File: src/common/dcache_pkg.sv
// data cache shared definitions
`default_nettype none

package dcache_pkg;

   // cache geometry
   localparam int WORD_W = 32;
   localparam int SET_N  = 8;
   localparam int IDX_W  = 3;
   localparam int BLK_W  = 1;
   localparam int BYT_W  = 2;
   localparam int TAG_W  = 26;
   localparam int WAY_N  = 2;

   // hit count lands here at the end of a flush
   localparam logic [WORD_W-1:0] HITCOUNT_ADDR = 32'h3100;

   typedef logic [WORD_W-1:0] word_t;

   // tag | idx | blk | byt
   typedef struct packed {
      logic [TAG_W-1:0] tag;
      logic [IDX_W-1:0] idx;
      logic [BLK_W-1:0] blk;
      logic [BYT_W-1:0] byt;
   } dcache_fields_t;

   typedef union packed {
      word_t          raw;
      dcache_fields_t f;
   } dcache_addr_u;

   // one stored block, 92 bits
   typedef struct packed {
      logic             valid;
      logic             dirty;
      logic [TAG_W-1:0] tag;
      word_t [1:0]      data;
   } dcache_frame_t;

   typedef struct packed {
      logic         ren;
      logic         wen;
      logic         halt;
      dcache_addr_u addr;
      word_t        store;
   } cpu_req_t;

   typedef struct packed {
      logic  dhit;
      word_t load;
      logic  flushed;
   } cpu_rsp_t;

   typedef struct packed {
      logic  ren;
      logic  wen;
      word_t addr;
      word_t store;
   } mem_req_t;

   typedef struct packed {
      logic  dwait;
      word_t load;
   } mem_rsp_t;

   // memory address and store source
   typedef enum logic [1:0] {
      SEL_FILL,
      SEL_VICTIM,
      SEL_FLUSH,
      SEL_HITCNT
   } bus_sel_e;

endpackage

`default_nettype wire

File: src/dcache_ways/dcache_ways.sv
// data cache tag and data frames
`timescale 1ns/1ps
`default_nettype none

module dcache_ways
   import dcache_pkg::*;
(
   input  logic             CLK,
   input  logic             nRST,
   input  cpu_req_t         req,
   input  logic             install,
   input  word_t            fill_word,
   input  word_t            mem_load,
   input  logic             flush_way,
   input  logic [IDX_W-1:0] flush_set,
   output logic             hit,
   output word_t            load,
   output dcache_frame_t    victim,
   output logic             victim_dirty,
   output dcache_frame_t    flush_frame,
   output logic             flush_frame_dirty
);

   // tag and data storage
   logic [TAG_W-1:0] tags   [WAY_N][SET_N];
   word_t [1:0]      blocks [WAY_N][SET_N];
   // per frame status bits
   logic [SET_N-1:0] valid  [WAY_N];
   logic [SET_N-1:0] dirty  [WAY_N];
   // way to replace next, per set
   logic [SET_N-1:0] lru;

   logic [WAY_N-1:0] way_hit;
   logic             hit_way;
   logic             victim_way;
   logic [TAG_W-1:0] tag;
   logic [IDX_W-1:0] idx;
   logic [BLK_W-1:0] blk;

   function automatic dcache_frame_t frame_at(input logic way, input logic [IDX_W-1:0] set);
      dcache_frame_t fr;
      fr.valid = valid[way][set];
      fr.dirty = dirty[way][set];
      fr.tag   = tags[way][set];
      fr.data  = blocks[way][set];
      return fr;
   endfunction

   assign tag = req.addr.f.tag;
   assign idx = req.addr.f.idx;
   assign blk = req.addr.f.blk;

   // tag compare on both ways
   always_comb begin
      for (int w = 0; w < WAY_N; w++) begin
         way_hit[w] = valid[w][idx] && (tags[w][idx] == tag);
      end
   end

   assign hit        = (req.ren | req.wen) & (|way_hit);
   assign hit_way    = way_hit[1];
   assign load       = blocks[hit_way][idx][blk];
   assign victim_way = lru[idx];

   always_comb begin
      victim      = frame_at(victim_way, idx);
      flush_frame = frame_at(flush_way, flush_set);
   end

   assign victim_dirty      = victim.valid & victim.dirty;
   assign flush_frame_dirty = flush_frame.valid & flush_frame.dirty;

   // status and lru
   always_ff @(posedge CLK, negedge nRST) begin
      if (!nRST) begin
         for (int w = 0; w < WAY_N; w++) begin
            valid[w] <= '0;
            dirty[w] <= '0;
         end
         lru <= '0;
      end else if (install) begin
         valid[victim_way][idx] <= 1'b1;
         dirty[victim_way][idx] <= 1'b0;
         lru[idx]               <= ~victim_way;
      end else if (hit) begin
         // other way becomes lru
         lru[idx] <= ~hit_way;
         if (req.wen) begin
            dirty[hit_way][idx] <= 1'b1;
         end
      end
   end

   // frame contents
   always_ff @(posedge CLK) begin
      if (install) begin
         tags[victim_way][idx] <= tag;
         // fill_word holds the requested word
         if (blk == 1'b0) begin
            blocks[victim_way][idx] <= {mem_load, fill_word};
         end else begin
            blocks[victim_way][idx] <= {fill_word, mem_load};
         end
      end else if (hit && req.wen) begin
         blocks[hit_way][idx][blk] <= req.store;
      end
   end

endmodule

`default_nettype wire

File: src/hdl/dcache.sv
// data cache top level
`timescale 1ns/1ps
`default_nettype none

module dcache
   import dcache_pkg::*;
(
   input  logic     CLK,
   input  logic     nRST,
   input  cpu_req_t req,
   output cpu_rsp_t rsp,
   output mem_req_t mem_req,
   input  mem_rsp_t mem_rsp
);

   logic             hit;
   logic             victim_dirty;
   logic             flush_frame_dirty;
   logic             fill_capture;
   logic             install;
   logic             word_ptr;
   logic             flush_way;
   logic [IDX_W-1:0] flush_set;
   logic             first_try;
   logic             mem_ren;
   logic             mem_wen;
   logic             flushed;
   logic             count_hit;
   bus_sel_e         sel;
   word_t            load;
   word_t            fill_word;
   dcache_frame_t    victim;
   dcache_frame_t    flush_frame;

   // only requests that never missed count
   assign count_hit = hit & first_try;

   assign rsp = '{dhit: hit, load: load, flushed: flushed};

   dcache_ctrl u_ctrl (
      .CLK               (CLK),
      .nRST              (nRST),
      .req               (req),
      .hit               (hit),
      .victim_dirty      (victim_dirty),
      .flush_frame_dirty (flush_frame_dirty),
      .dwait             (mem_rsp.dwait),
      .sel               (sel),
      .fill_capture      (fill_capture),
      .install           (install),
      .word_ptr          (word_ptr),
      .flush_way         (flush_way),
      .flush_set         (flush_set),
      .first_try         (first_try),
      .mem_ren           (mem_ren),
      .mem_wen           (mem_wen),
      .flushed           (flushed)
   );

   dcache_ways u_ways (
      .CLK               (CLK),
      .nRST              (nRST),
      .req               (req),
      .install           (install),
      .fill_word         (fill_word),
      .mem_load          (mem_rsp.load),
      .flush_way         (flush_way),
      .flush_set         (flush_set),
      .hit               (hit),
      .load              (load),
      .victim            (victim),
      .victim_dirty      (victim_dirty),
      .flush_frame       (flush_frame),
      .flush_frame_dirty (flush_frame_dirty)
   );

   dcache_bus u_bus (
      .CLK          (CLK),
      .nRST         (nRST),
      .req          (req),
      .sel          (sel),
      .word_ptr     (word_ptr),
      .fill_capture (fill_capture),
      .count_hit    (count_hit),
      .victim       (victim),
      .flush_frame  (flush_frame),
      .flush_set    (flush_set),
      .mem_ren      (mem_ren),
      .mem_wen      (mem_wen),
      .mem_rsp      (mem_rsp),
      .mem_req      (mem_req),
      .fill_word    (fill_word)
   );

endmodule

`default_nettype wire

File: src/hdl/dcache_bus.sv
// data cache memory side
`timescale 1ns/1ps
`default_nettype none

module dcache_bus
   import dcache_pkg::*;
(
   input  logic             CLK,
   input  logic             nRST,
   input  cpu_req_t         req,
   input  bus_sel_e         sel,
   input  logic             word_ptr,
   input  logic             fill_capture,
   input  logic             count_hit,
   input  dcache_frame_t    victim,
   input  dcache_frame_t    flush_frame,
   input  logic [IDX_W-1:0] flush_set,
   input  logic             mem_ren,
   input  logic             mem_wen,
   input  mem_rsp_t         mem_rsp,
   output mem_req_t         mem_req,
   output word_t            fill_word
);

   dcache_addr_u addr;
   word_t        store;
   word_t        hit_cnt;

   // address built from fields, byte offset stays zero
   always_comb begin
      addr.raw = '0;
      store    = '0;
      case (sel)
         SEL_FILL: begin
            // requested word first, then its neighbour
            addr.f.tag = req.addr.f.tag;
            addr.f.idx = req.addr.f.idx;
            addr.f.blk = req.addr.f.blk ^ word_ptr;
         end
         SEL_VICTIM: begin
            addr.f.tag = victim.tag;
            addr.f.idx = req.addr.f.idx;
            addr.f.blk = word_ptr;
            store      = victim.data[word_ptr];
         end
         SEL_FLUSH: begin
            addr.f.tag = flush_frame.tag;
            addr.f.idx = flush_set;
            addr.f.blk = word_ptr;
            store      = flush_frame.data[word_ptr];
         end
         default: begin
            addr.raw = HITCOUNT_ADDR;
            store    = hit_cnt;
         end
      endcase
   end

   assign mem_req = '{ren: mem_ren, wen: mem_wen, addr: addr.raw, store: store};

   // first fill word
   always_ff @(posedge CLK) begin
      if (fill_capture) begin
         fill_word <= mem_rsp.load;
      end
   end

   // first try hit count
   always_ff @(posedge CLK, negedge nRST) begin
      if (!nRST) begin
         hit_cnt <= '0;
      end else if (count_hit) begin
         hit_cnt <= hit_cnt + 1'b1;
      end
   end

endmodule

`default_nettype wire

File: src/hdl/dcache_ctrl.sv
// data cache control FSM
`timescale 1ns/1ps
`default_nettype none

module dcache_ctrl
   import dcache_pkg::*;
(
   input  logic             CLK,
   input  logic             nRST,
   input  cpu_req_t         req,
   input  logic             hit,
   input  logic             victim_dirty,
   input  logic             flush_frame_dirty,
   input  logic             dwait,
   output bus_sel_e         sel,
   output logic             fill_capture,
   output logic             install,
   output logic             word_ptr,
   output logic             flush_way,
   output logic [IDX_W-1:0] flush_set,
   output logic             first_try,
   output logic             mem_ren,
   output logic             mem_wen,
   output logic             flushed
);

   // one state per memory word
   typedef enum logic [3:0] {
      IDLE,
      EVICT0,
      EVICT1,
      FILL0,
      FILL1,
      FLUSH_SCAN,
      FLUSH0,
      FLUSH1,
      HIT_STORE,
      DONE
   } state_e;

   state_e         state;
   state_e         next_state;
   // flush walk pointer {way, set}
   logic [IDX_W:0] flush_ptr;
   logic [IDX_W:0] next_ptr;
   logic           req_any;
   logic           ptr_last;

   assign req_any   = req.ren | req.wen;
   assign flush_way = flush_ptr[IDX_W];
   assign flush_set = flush_ptr[IDX_W-1:0];
   // way 1, set 7
   assign ptr_last  = &flush_ptr;

   always_ff @(posedge CLK, negedge nRST) begin
      if (!nRST) begin
         state     <= IDLE;
         flush_ptr <= '0;
         first_try <= 1'b1;
      end else begin
         state     <= next_state;
         flush_ptr <= next_ptr;
         // cleared by a miss, set again once the request completes
         if (state == IDLE && req_any && !hit) begin
            first_try <= 1'b0;
         end else if (hit) begin
            first_try <= 1'b1;
         end
      end
   end

   always_comb begin
      next_state   = state;
      next_ptr     = flush_ptr;
      sel          = SEL_FILL;
      word_ptr     = 1'b0;
      mem_ren      = 1'b0;
      mem_wen      = 1'b0;
      fill_capture = 1'b0;
      install      = 1'b0;
      flushed      = 1'b0;
      case (state)
         IDLE: begin
            if (req_any && !hit) begin
               // dirty victim goes back to memory first
               next_state = victim_dirty ? EVICT0 : FILL0;
            end else if (req.halt && !req_any) begin
               next_state = FLUSH_SCAN;
            end
         end
         EVICT0: begin
            sel     = SEL_VICTIM;
            mem_wen = 1'b1;
            if (!dwait) begin
               next_state = EVICT1;
            end
         end
         EVICT1: begin
            sel      = SEL_VICTIM;
            word_ptr = 1'b1;
            mem_wen  = 1'b1;
            if (!dwait) begin
               next_state = FILL0;
            end
         end
         FILL0: begin
            // requested word comes first
            mem_ren      = 1'b1;
            fill_capture = !dwait;
            if (!dwait) begin
               next_state = FILL1;
            end
         end
         FILL1: begin
            word_ptr = 1'b1;
            mem_ren  = 1'b1;
            install  = !dwait;
            if (!dwait) begin
               next_state = IDLE;
            end
         end
         FLUSH_SCAN: begin
            // clean or invalid frames skipped one per cycle
            if (flush_frame_dirty) begin
               next_state = FLUSH0;
            end else if (ptr_last) begin
               next_state = HIT_STORE;
            end else begin
               next_ptr = flush_ptr + 1'b1;
            end
         end
         FLUSH0: begin
            sel     = SEL_FLUSH;
            mem_wen = 1'b1;
            if (!dwait) begin
               next_state = FLUSH1;
            end
         end
         FLUSH1: begin
            sel      = SEL_FLUSH;
            word_ptr = 1'b1;
            mem_wen  = 1'b1;
            if (!dwait) begin
               next_ptr   = flush_ptr + 1'b1;
               next_state = ptr_last ? HIT_STORE : FLUSH_SCAN;
            end
         end
         HIT_STORE: begin
            sel     = SEL_HITCNT;
            mem_wen = 1'b1;
            if (!dwait) begin
               next_state = DONE;
            end
         end
         default: begin
            // held until reset
            flushed = 1'b1;
         end
      endcase
   end

endmodule

`default_nettype wire

File: config.mk
export PLATFORM = sky130hd
export DESIGN_NAME = dcache
export DESIGN_NICKNAME = d
export VERILOG_FILES = /design/src/common/dcache_pkg.sv /design/src/dcache_ways/dcache_ways.sv /design/src/hdl/dcache.sv /design/src/hdl/dcache_bus.sv /design/src/hdl/dcache_ctrl.sv
export SDC_FILE = /design/constraint.sdc
export NUM_CORES = 2
export LEC_CHECK = 0
export BUFFER_PORTS_ARGS = -buffer_cell sky130_fd_sc_hd__buf_2
export CAP_MARGIN = 25
export CORE_MARGIN = 1.5
export CORE_UTILIZATION = 69
export CTS_CLUSTER_DIAMETER = 120
export DETAILED_ROUTE_END_ITERATION = 8
export PLACE_DENSITY = 0.86
export SYNTH_ARGS = -nofsm -noshare
export SYNTH_HDL_FRONTEND = slang
export SYNTH_HIERARCHICAL = 1
export SYNTH_SLANG_ARGS = --single-unit
File: constraint.sdc
create_clock -name CLK -period 14.7 [get_ports CLK]
set_input_delay 3.675 -clock CLK [delete_from_list [all_inputs] [get_ports CLK]]
set_output_delay 3.675 -clock CLK [all_outputs]
set_load 0.05 [all_outputs]
Word-level counts from Yosys, hierarchy flattened
Memories as Yosys holds them, arrays and structs flattened. Index checks and enable logic that the tools add are counted.

Bits in registers: 113. Memory bits (writable): 1440. Input port bits: 102. Output and inout bits: 100. Logic and storage cells: 1243. Memories: 2.

Memory list: u_ways.blocks (words 2, bits a word 512, rd ports 3, clocked after memory_dff 0, write ports 1, RTL line dcache_ways.sv:26) `word_t [1:0] blocks [WAY_N][SET_N];`; u_ways.tags (words 2, bits a word 208, rd ports 4, clocked after memory_dff 0, write ports 1, RTL line dcache_ways.sv:25) `logic [TAG_W-1:0] tags [WAY_N][SET_N];`.

Add/sub/neg operators: 2. $lt $le $gt $ge: 14. Eq/ne operators: 23. Mux-type cells: 629. Bitwise logic cells: 529. Reduce and logical (&&, ||, !) cells: 34.

Operator list (number): $mux 512 (5); $bmux 64 s3 (3); $mux 1 (536); $or 1x1->1 (513); $mux 64 (8); $reduce_or 512->1 (1); $demux 64 s3 (2); $bmux 26 s3 (4); $mux 26 (9); $mux 32 (7); $mux 208 (1); $mux 8 (16); $pmux 32 s3 (1); $pmux 30 s3 (1); $demux 26 s3 (1); $mux 4 (15); $eq 26x26->1 (2); $mux 16 (3); $pmux 4 s9 (1); $add 32x1->32 const B (1); $demux 32 s1 (1); $or 16x16->16 (2); $bmux 1 s3 (7); $ne 2x2->1 const B (9); other kinds (43) (82).

Depth between registers and ports, before layout
Word-level depth: 15. Gate-level depth with buffers: 23. Gate-level depth less buffers: 14.

Cells and area by module
Netlist, hierarchy kept.

By module, submodules not included: dcache_ways (times used 1, cells each 6380, area an instance 89373.2 µm², sequential area each 44242.4 µm²); dcache_bus (times used 1, cells each 483, area an instance 4420.5 µm², sequential area each 1761.7 µm²); dcache_ctrl (times used 1, cells each 90, area an instance 794.5 µm², sequential area each 226.5 µm²); dcache (times used 1, cells each 3, area an instance 21.3 µm², sequential area each 0.0 µm²).

Worst setup path before layout
No wires, ideal clock.

Path type: input -> output. Start point: input port req[35] (netlist bit). End point: output port rsp[22] (netlist bit). Data arrival time: 8.036 ns. Data required time: 11.025 ns. Slack: 2.989 ns. Cell stages on the path: 17. Buffers on the path: 6. Path through: buf_4 buf_6 mux2i_1 mux4_2 xnor2_1 or3b_1 or4_1 nor4_1 buf_4 buf_4 buf_6 buf_4 nand2_1 o21ai_0 nor2_1 nor4b_1 a211oi_1.

RTL lines: from (decl) (RTL line dcache.sv:10) `input cpu_req_t req,`; to (decl) (RTL line dcache.sv:11) `output cpu_rsp_t rsp,`.

==> impl_metrics.py <==
metrics = {
    "timing": {
        "finClkSkew_ps": 40.8,
        "fmax_ghz": 0.0743,
        "setup_violations": 0,
        "finalHoldViolCount": 0,
        "relSlewSlack_pct": 9.54,
        "worst_pin_slew_ps": 1360,
        "maxSlewViolCount": 0,
        "timing.final.crit_period_ps": 13470,
        "min_period_over_period_pct": 91.6,
        "rsz0062_at_grt": "false",
        "fin_tns_setup_ps": 0,
    },
    "power_and_ir_drop": {
        "clkPwrFrac_pct": 30.7,
        "p_seq_share_pct": 36.3,
        "power_density_nw_per_um2": 135,
        "p_int_mw": 9.13,
        "p_leak_nw": 32.2,
        "max-vdd-ir-drop_v": 0.000165,
        "total_power_mw": 13.8,
        "pwr-share-comb_pct": 33.0,
        "p_switching_mw": 4.68,
        "switching_share_pct": 33.9,
    },
    "clock_tree": {
        "cts_root_buf": "clkbuf_16",
        "cts.sinks": 1553,
        "ctsResizeCount": 0,
        "cts_tree": "yes",
        "cts_setup_buffers": 0,
        "cts_buffers": 162,
        "clk_pin_slew_worst_paths_ps": 60,
        "h-tree-depth": 4,
        "cts_hold_buffers": 0,
        "cts_buffer_depth": 3,
        "clock_latency_ps": 870,
    },
    "floorplanning": {
        "fp.dieW_um": 373,
        "core_um2": 136000,
        "io_pins": 202,
        "rows": 135,
        "die-area_um2": 139000,
        "die_h_um": 373,
        "start_util_pct": 69.7,
    },
    "worst_setup_path": {
        "reg2reg_to": "u_ways/blocks[0][180]",
        "crit_path_frequent_cell": "buf_4",
        "critical_path_class": "primary input to primary output",
        "worst_ep_arrival_time_ps": 9790,
        "reg2regPathDepth": 13,
        "cp_max_fo": 50,
        "max_stage_delay_ps": 780,
        "r2r-start": "u_ways/tags[0][91]",
        "r2r_setup_slack_ps": 8030,
        "worstSetupStartpointType": "primary input",
        "critPathSlowestCell": "nand2b_1",
        "cp-end-kind": "primary output",
        "path_cells": "buf_4, nand2b_1, o22ai_1, o21ai_0, nand2_1, or3b_1, or4_4, nor3_4, buf_4, mux4_2, a22o_1, nor4_1, a31oi_1, buf_2",
        "critPathRequiredTime_ps": 11020,
    },
    "place": {
        "place.gp.congestion": 0.958,
        "dp_hpwl_um": 190000,
        "portBuffers": 197,
    },
    "cells_and_area": {
        "drive_above_1_share_pct": 24.5,
        "n_fill_cell": 7633,
        "area_growth_pct": 8.30,
        "num-nets-final": 6907,
    },
    "synthesis": {
        "yosys.area.top_type": "edfxtp_1",
        "synth_compound_area_share_pct": 9.38,
        "synth_ff_type": "edfxtp_1",
        "async_reset_ff_share_pct": 5.22,
        "synthAdderAreaFrac_pct": 0.0264,
        "synth_xor_area_share_pct": 0.704,
        "synth_most_common_cell": "edfxtp_1",
        "synth_top_family_by_area": "multiplexers",
        "postSynthAreaPerCell_um2": 13.6,
        "netlist.area_leader.share_pct": 46.7,
        "synth_mux_area_share_pct": 28.3,
        "netlist_top_cells_area": "edfxtp_1 47%, mux4_2 20%, mux2i_1 7.4%",
        "synth_cell_types": 92,
        "synth-edff-count": 1472,
        "synth.top_cells.by_count": "1472 x edfxtp_1, 844 x mux4_2, 695 x mux2i_1",
        "syn_area_um2": 94600,
        "yosys_warnings": 6,
        "synthCells": 6956,
        "synth-seq-cells": 1553,
        "synthSimpleGateAreaFrac_pct": 8.85,
        "synth_seq_area_share_pct": 48.9,
    },
    "route": {
        "dr.pass1.iters": 9,
        "ant_nets": 0,
        "drc": 15,
        "via_per_inst": 8.39,
        "vias": 73300,
        "wl_per_cell_um": 38.8,
        "drtIter0Drc": 14500,
        "routed_wl_um": 339000,
    },
    "min_path": {
        "min_to": "u_bus/hit_cnt[31]",
        "hold_depth": 1,
        "hold_class": "register to register",
        "hp-start": "u_bus/hit_cnt[31]",
    },
    "global_route": {
        "grt_pass1_wl_um": 482000,
        "grt-ovfl-total": 0,
        "grt_pass1_vias": 72300,
        "gr-usage-all-layers_pct": 48.2,
        "grt_max_degree": 158,
        "antenna_found_initial": 27,
    },
    "status": {
        "violations": "DRC",
        "status": "finished with violations",
    },
    "job": {
        "max_cap_viol_count": 0,
    },
}
state kept, by name, summed over array words and instances, names as in the netlist:
| name | count |
|---|---|
| u_bus/fill_word | 32 |
| u_ctrl/state | 4 |
| u_ways/lru | 8 |
| u_ways/dirty | 16 |
| u_ctrl/flush_ptr | 4 |
| u_ctrl/first_try | 1 |
| u_ways/blocks | 1024 |
| u_ways/tags | 416 |
| u_bus/hit_cnt | 32 |
| u_ways/valid | 16 |
power groups by stage:
stage          clock [mW]  sequential [mW]  combinational (mW)
6_report             4.24             5.01                4.55
5_1_grt              4.37             5.02                4.64
4_1_cts              4.20             5.05                4.32
3_5_place_dp            0             5.14                4.28
3_3_place_gp            0             5.13                4.19
2_1_floorplan           0             5.01                3.24
metal layers:
layer,part of all wire (%),wire (um),up-vias,track usage (%)
met1,28,96300,34700,57.0
met3,19,65900,2618,22.5
met5,0.045,152,-,0.343
met4,10,34200,20,38.1
li1,-,-,27600,-
met2,42,142000,8420,68.1
critical path, delay by kind of cell:
family          cells  cell delay (ps)
simple gates        6             3040
compound gates      4              940
mux                 1              560
buf+inv             3             1470
cells by family after synthesis:
group                      Yosys count
and+or+nand+nor                   1687
other                                1
muxes                             1610
DFF                               1553
buffers and inverters              761
adders and majority gates            2
AOI/OAI and AO/OA                 1266
xor gates and xnor gates            76
layout make-up:
cell class,instances,area (um^2),share of cell area (%)
timing repair buffer,426,3190,3.12
multi-input combinational,4643,45300,44.2
clock buffer,199,4250,4.15
clock inverter,101,1110,1.08
inverter,17,68.8,0.0672
tap,1781,2230,2.17
antenna,18,45.0,0.0440
sequential,1553,46200,45.1
placed cells by master, fill, tap and decap left out, drive strengths merged, types with 19 or more instances in the layout:
| cell type | count |
|---|---|
| dfrtp | 80 |
| nor3 | 54 |
| nor2b | 561 |
| a21oi | 69 |
| clkinv | 69 |
| a2111o | 25 |
| a221oi | 19 |
| mux2 | 71 |
| a211oi | 527 |
| mux4 | 844 |
| nor2 | 668 |
| o22ai | 232 |
| o221ai | 20 |
| mux2i | 695 |
| edfxtp | 1472 |
| clkbuf | 201 |
| nand4 | 31 |
| a22oi | 84 |
| nand3 | 27 |
| inv | 26 |
| buf | 424 |
| xor2 | 21 |
| o21ai | 177 |
| a22o | 19 |
| xnor2 | 55 |
| nand2 | 235 |
through the flow:
| stage | util (%) | area, um^2 | hold WS, ps | setup slack (ps) | std cells |
|---|---|---|---|---|---|
| 2_1_floorplan | - | 94600 | 445 | 2990 | 6957 |
| 3_3_place_gp | 71.1 | 96500 | 467 | 1660 | 8376 |
| 3_5_place_dp | 71.2 | 96700 | 470 | 1530 | 8395 |
| 4_1_cts | 75.2 | 102000 | 481 | 1530 | 8695 |
| 5_1_grt | 75.4 | 102000 | 491 | 1210 | 8732 |
| 6_report | 75.4 | 102000 | 482 | 1230 | 8738 |
worst max path at each step:
stage | startpoint | end | slack, ps | cells past startpoint
final | req[36] | rsp[16] | 1230 | 14
after detailed placement | req[35] | rsp[16] | 1530 | 15
after global placement | req[35] | rsp[16] | 1660 | 15
after CTS | req[35] | rsp[16] | 1530 | 15
after global routing | req[35] | rsp[16] | 1210 | 15
after floorplan | req[35] | rsp[22] | 2990 | 17
Power figures use the tool's default switching activity.
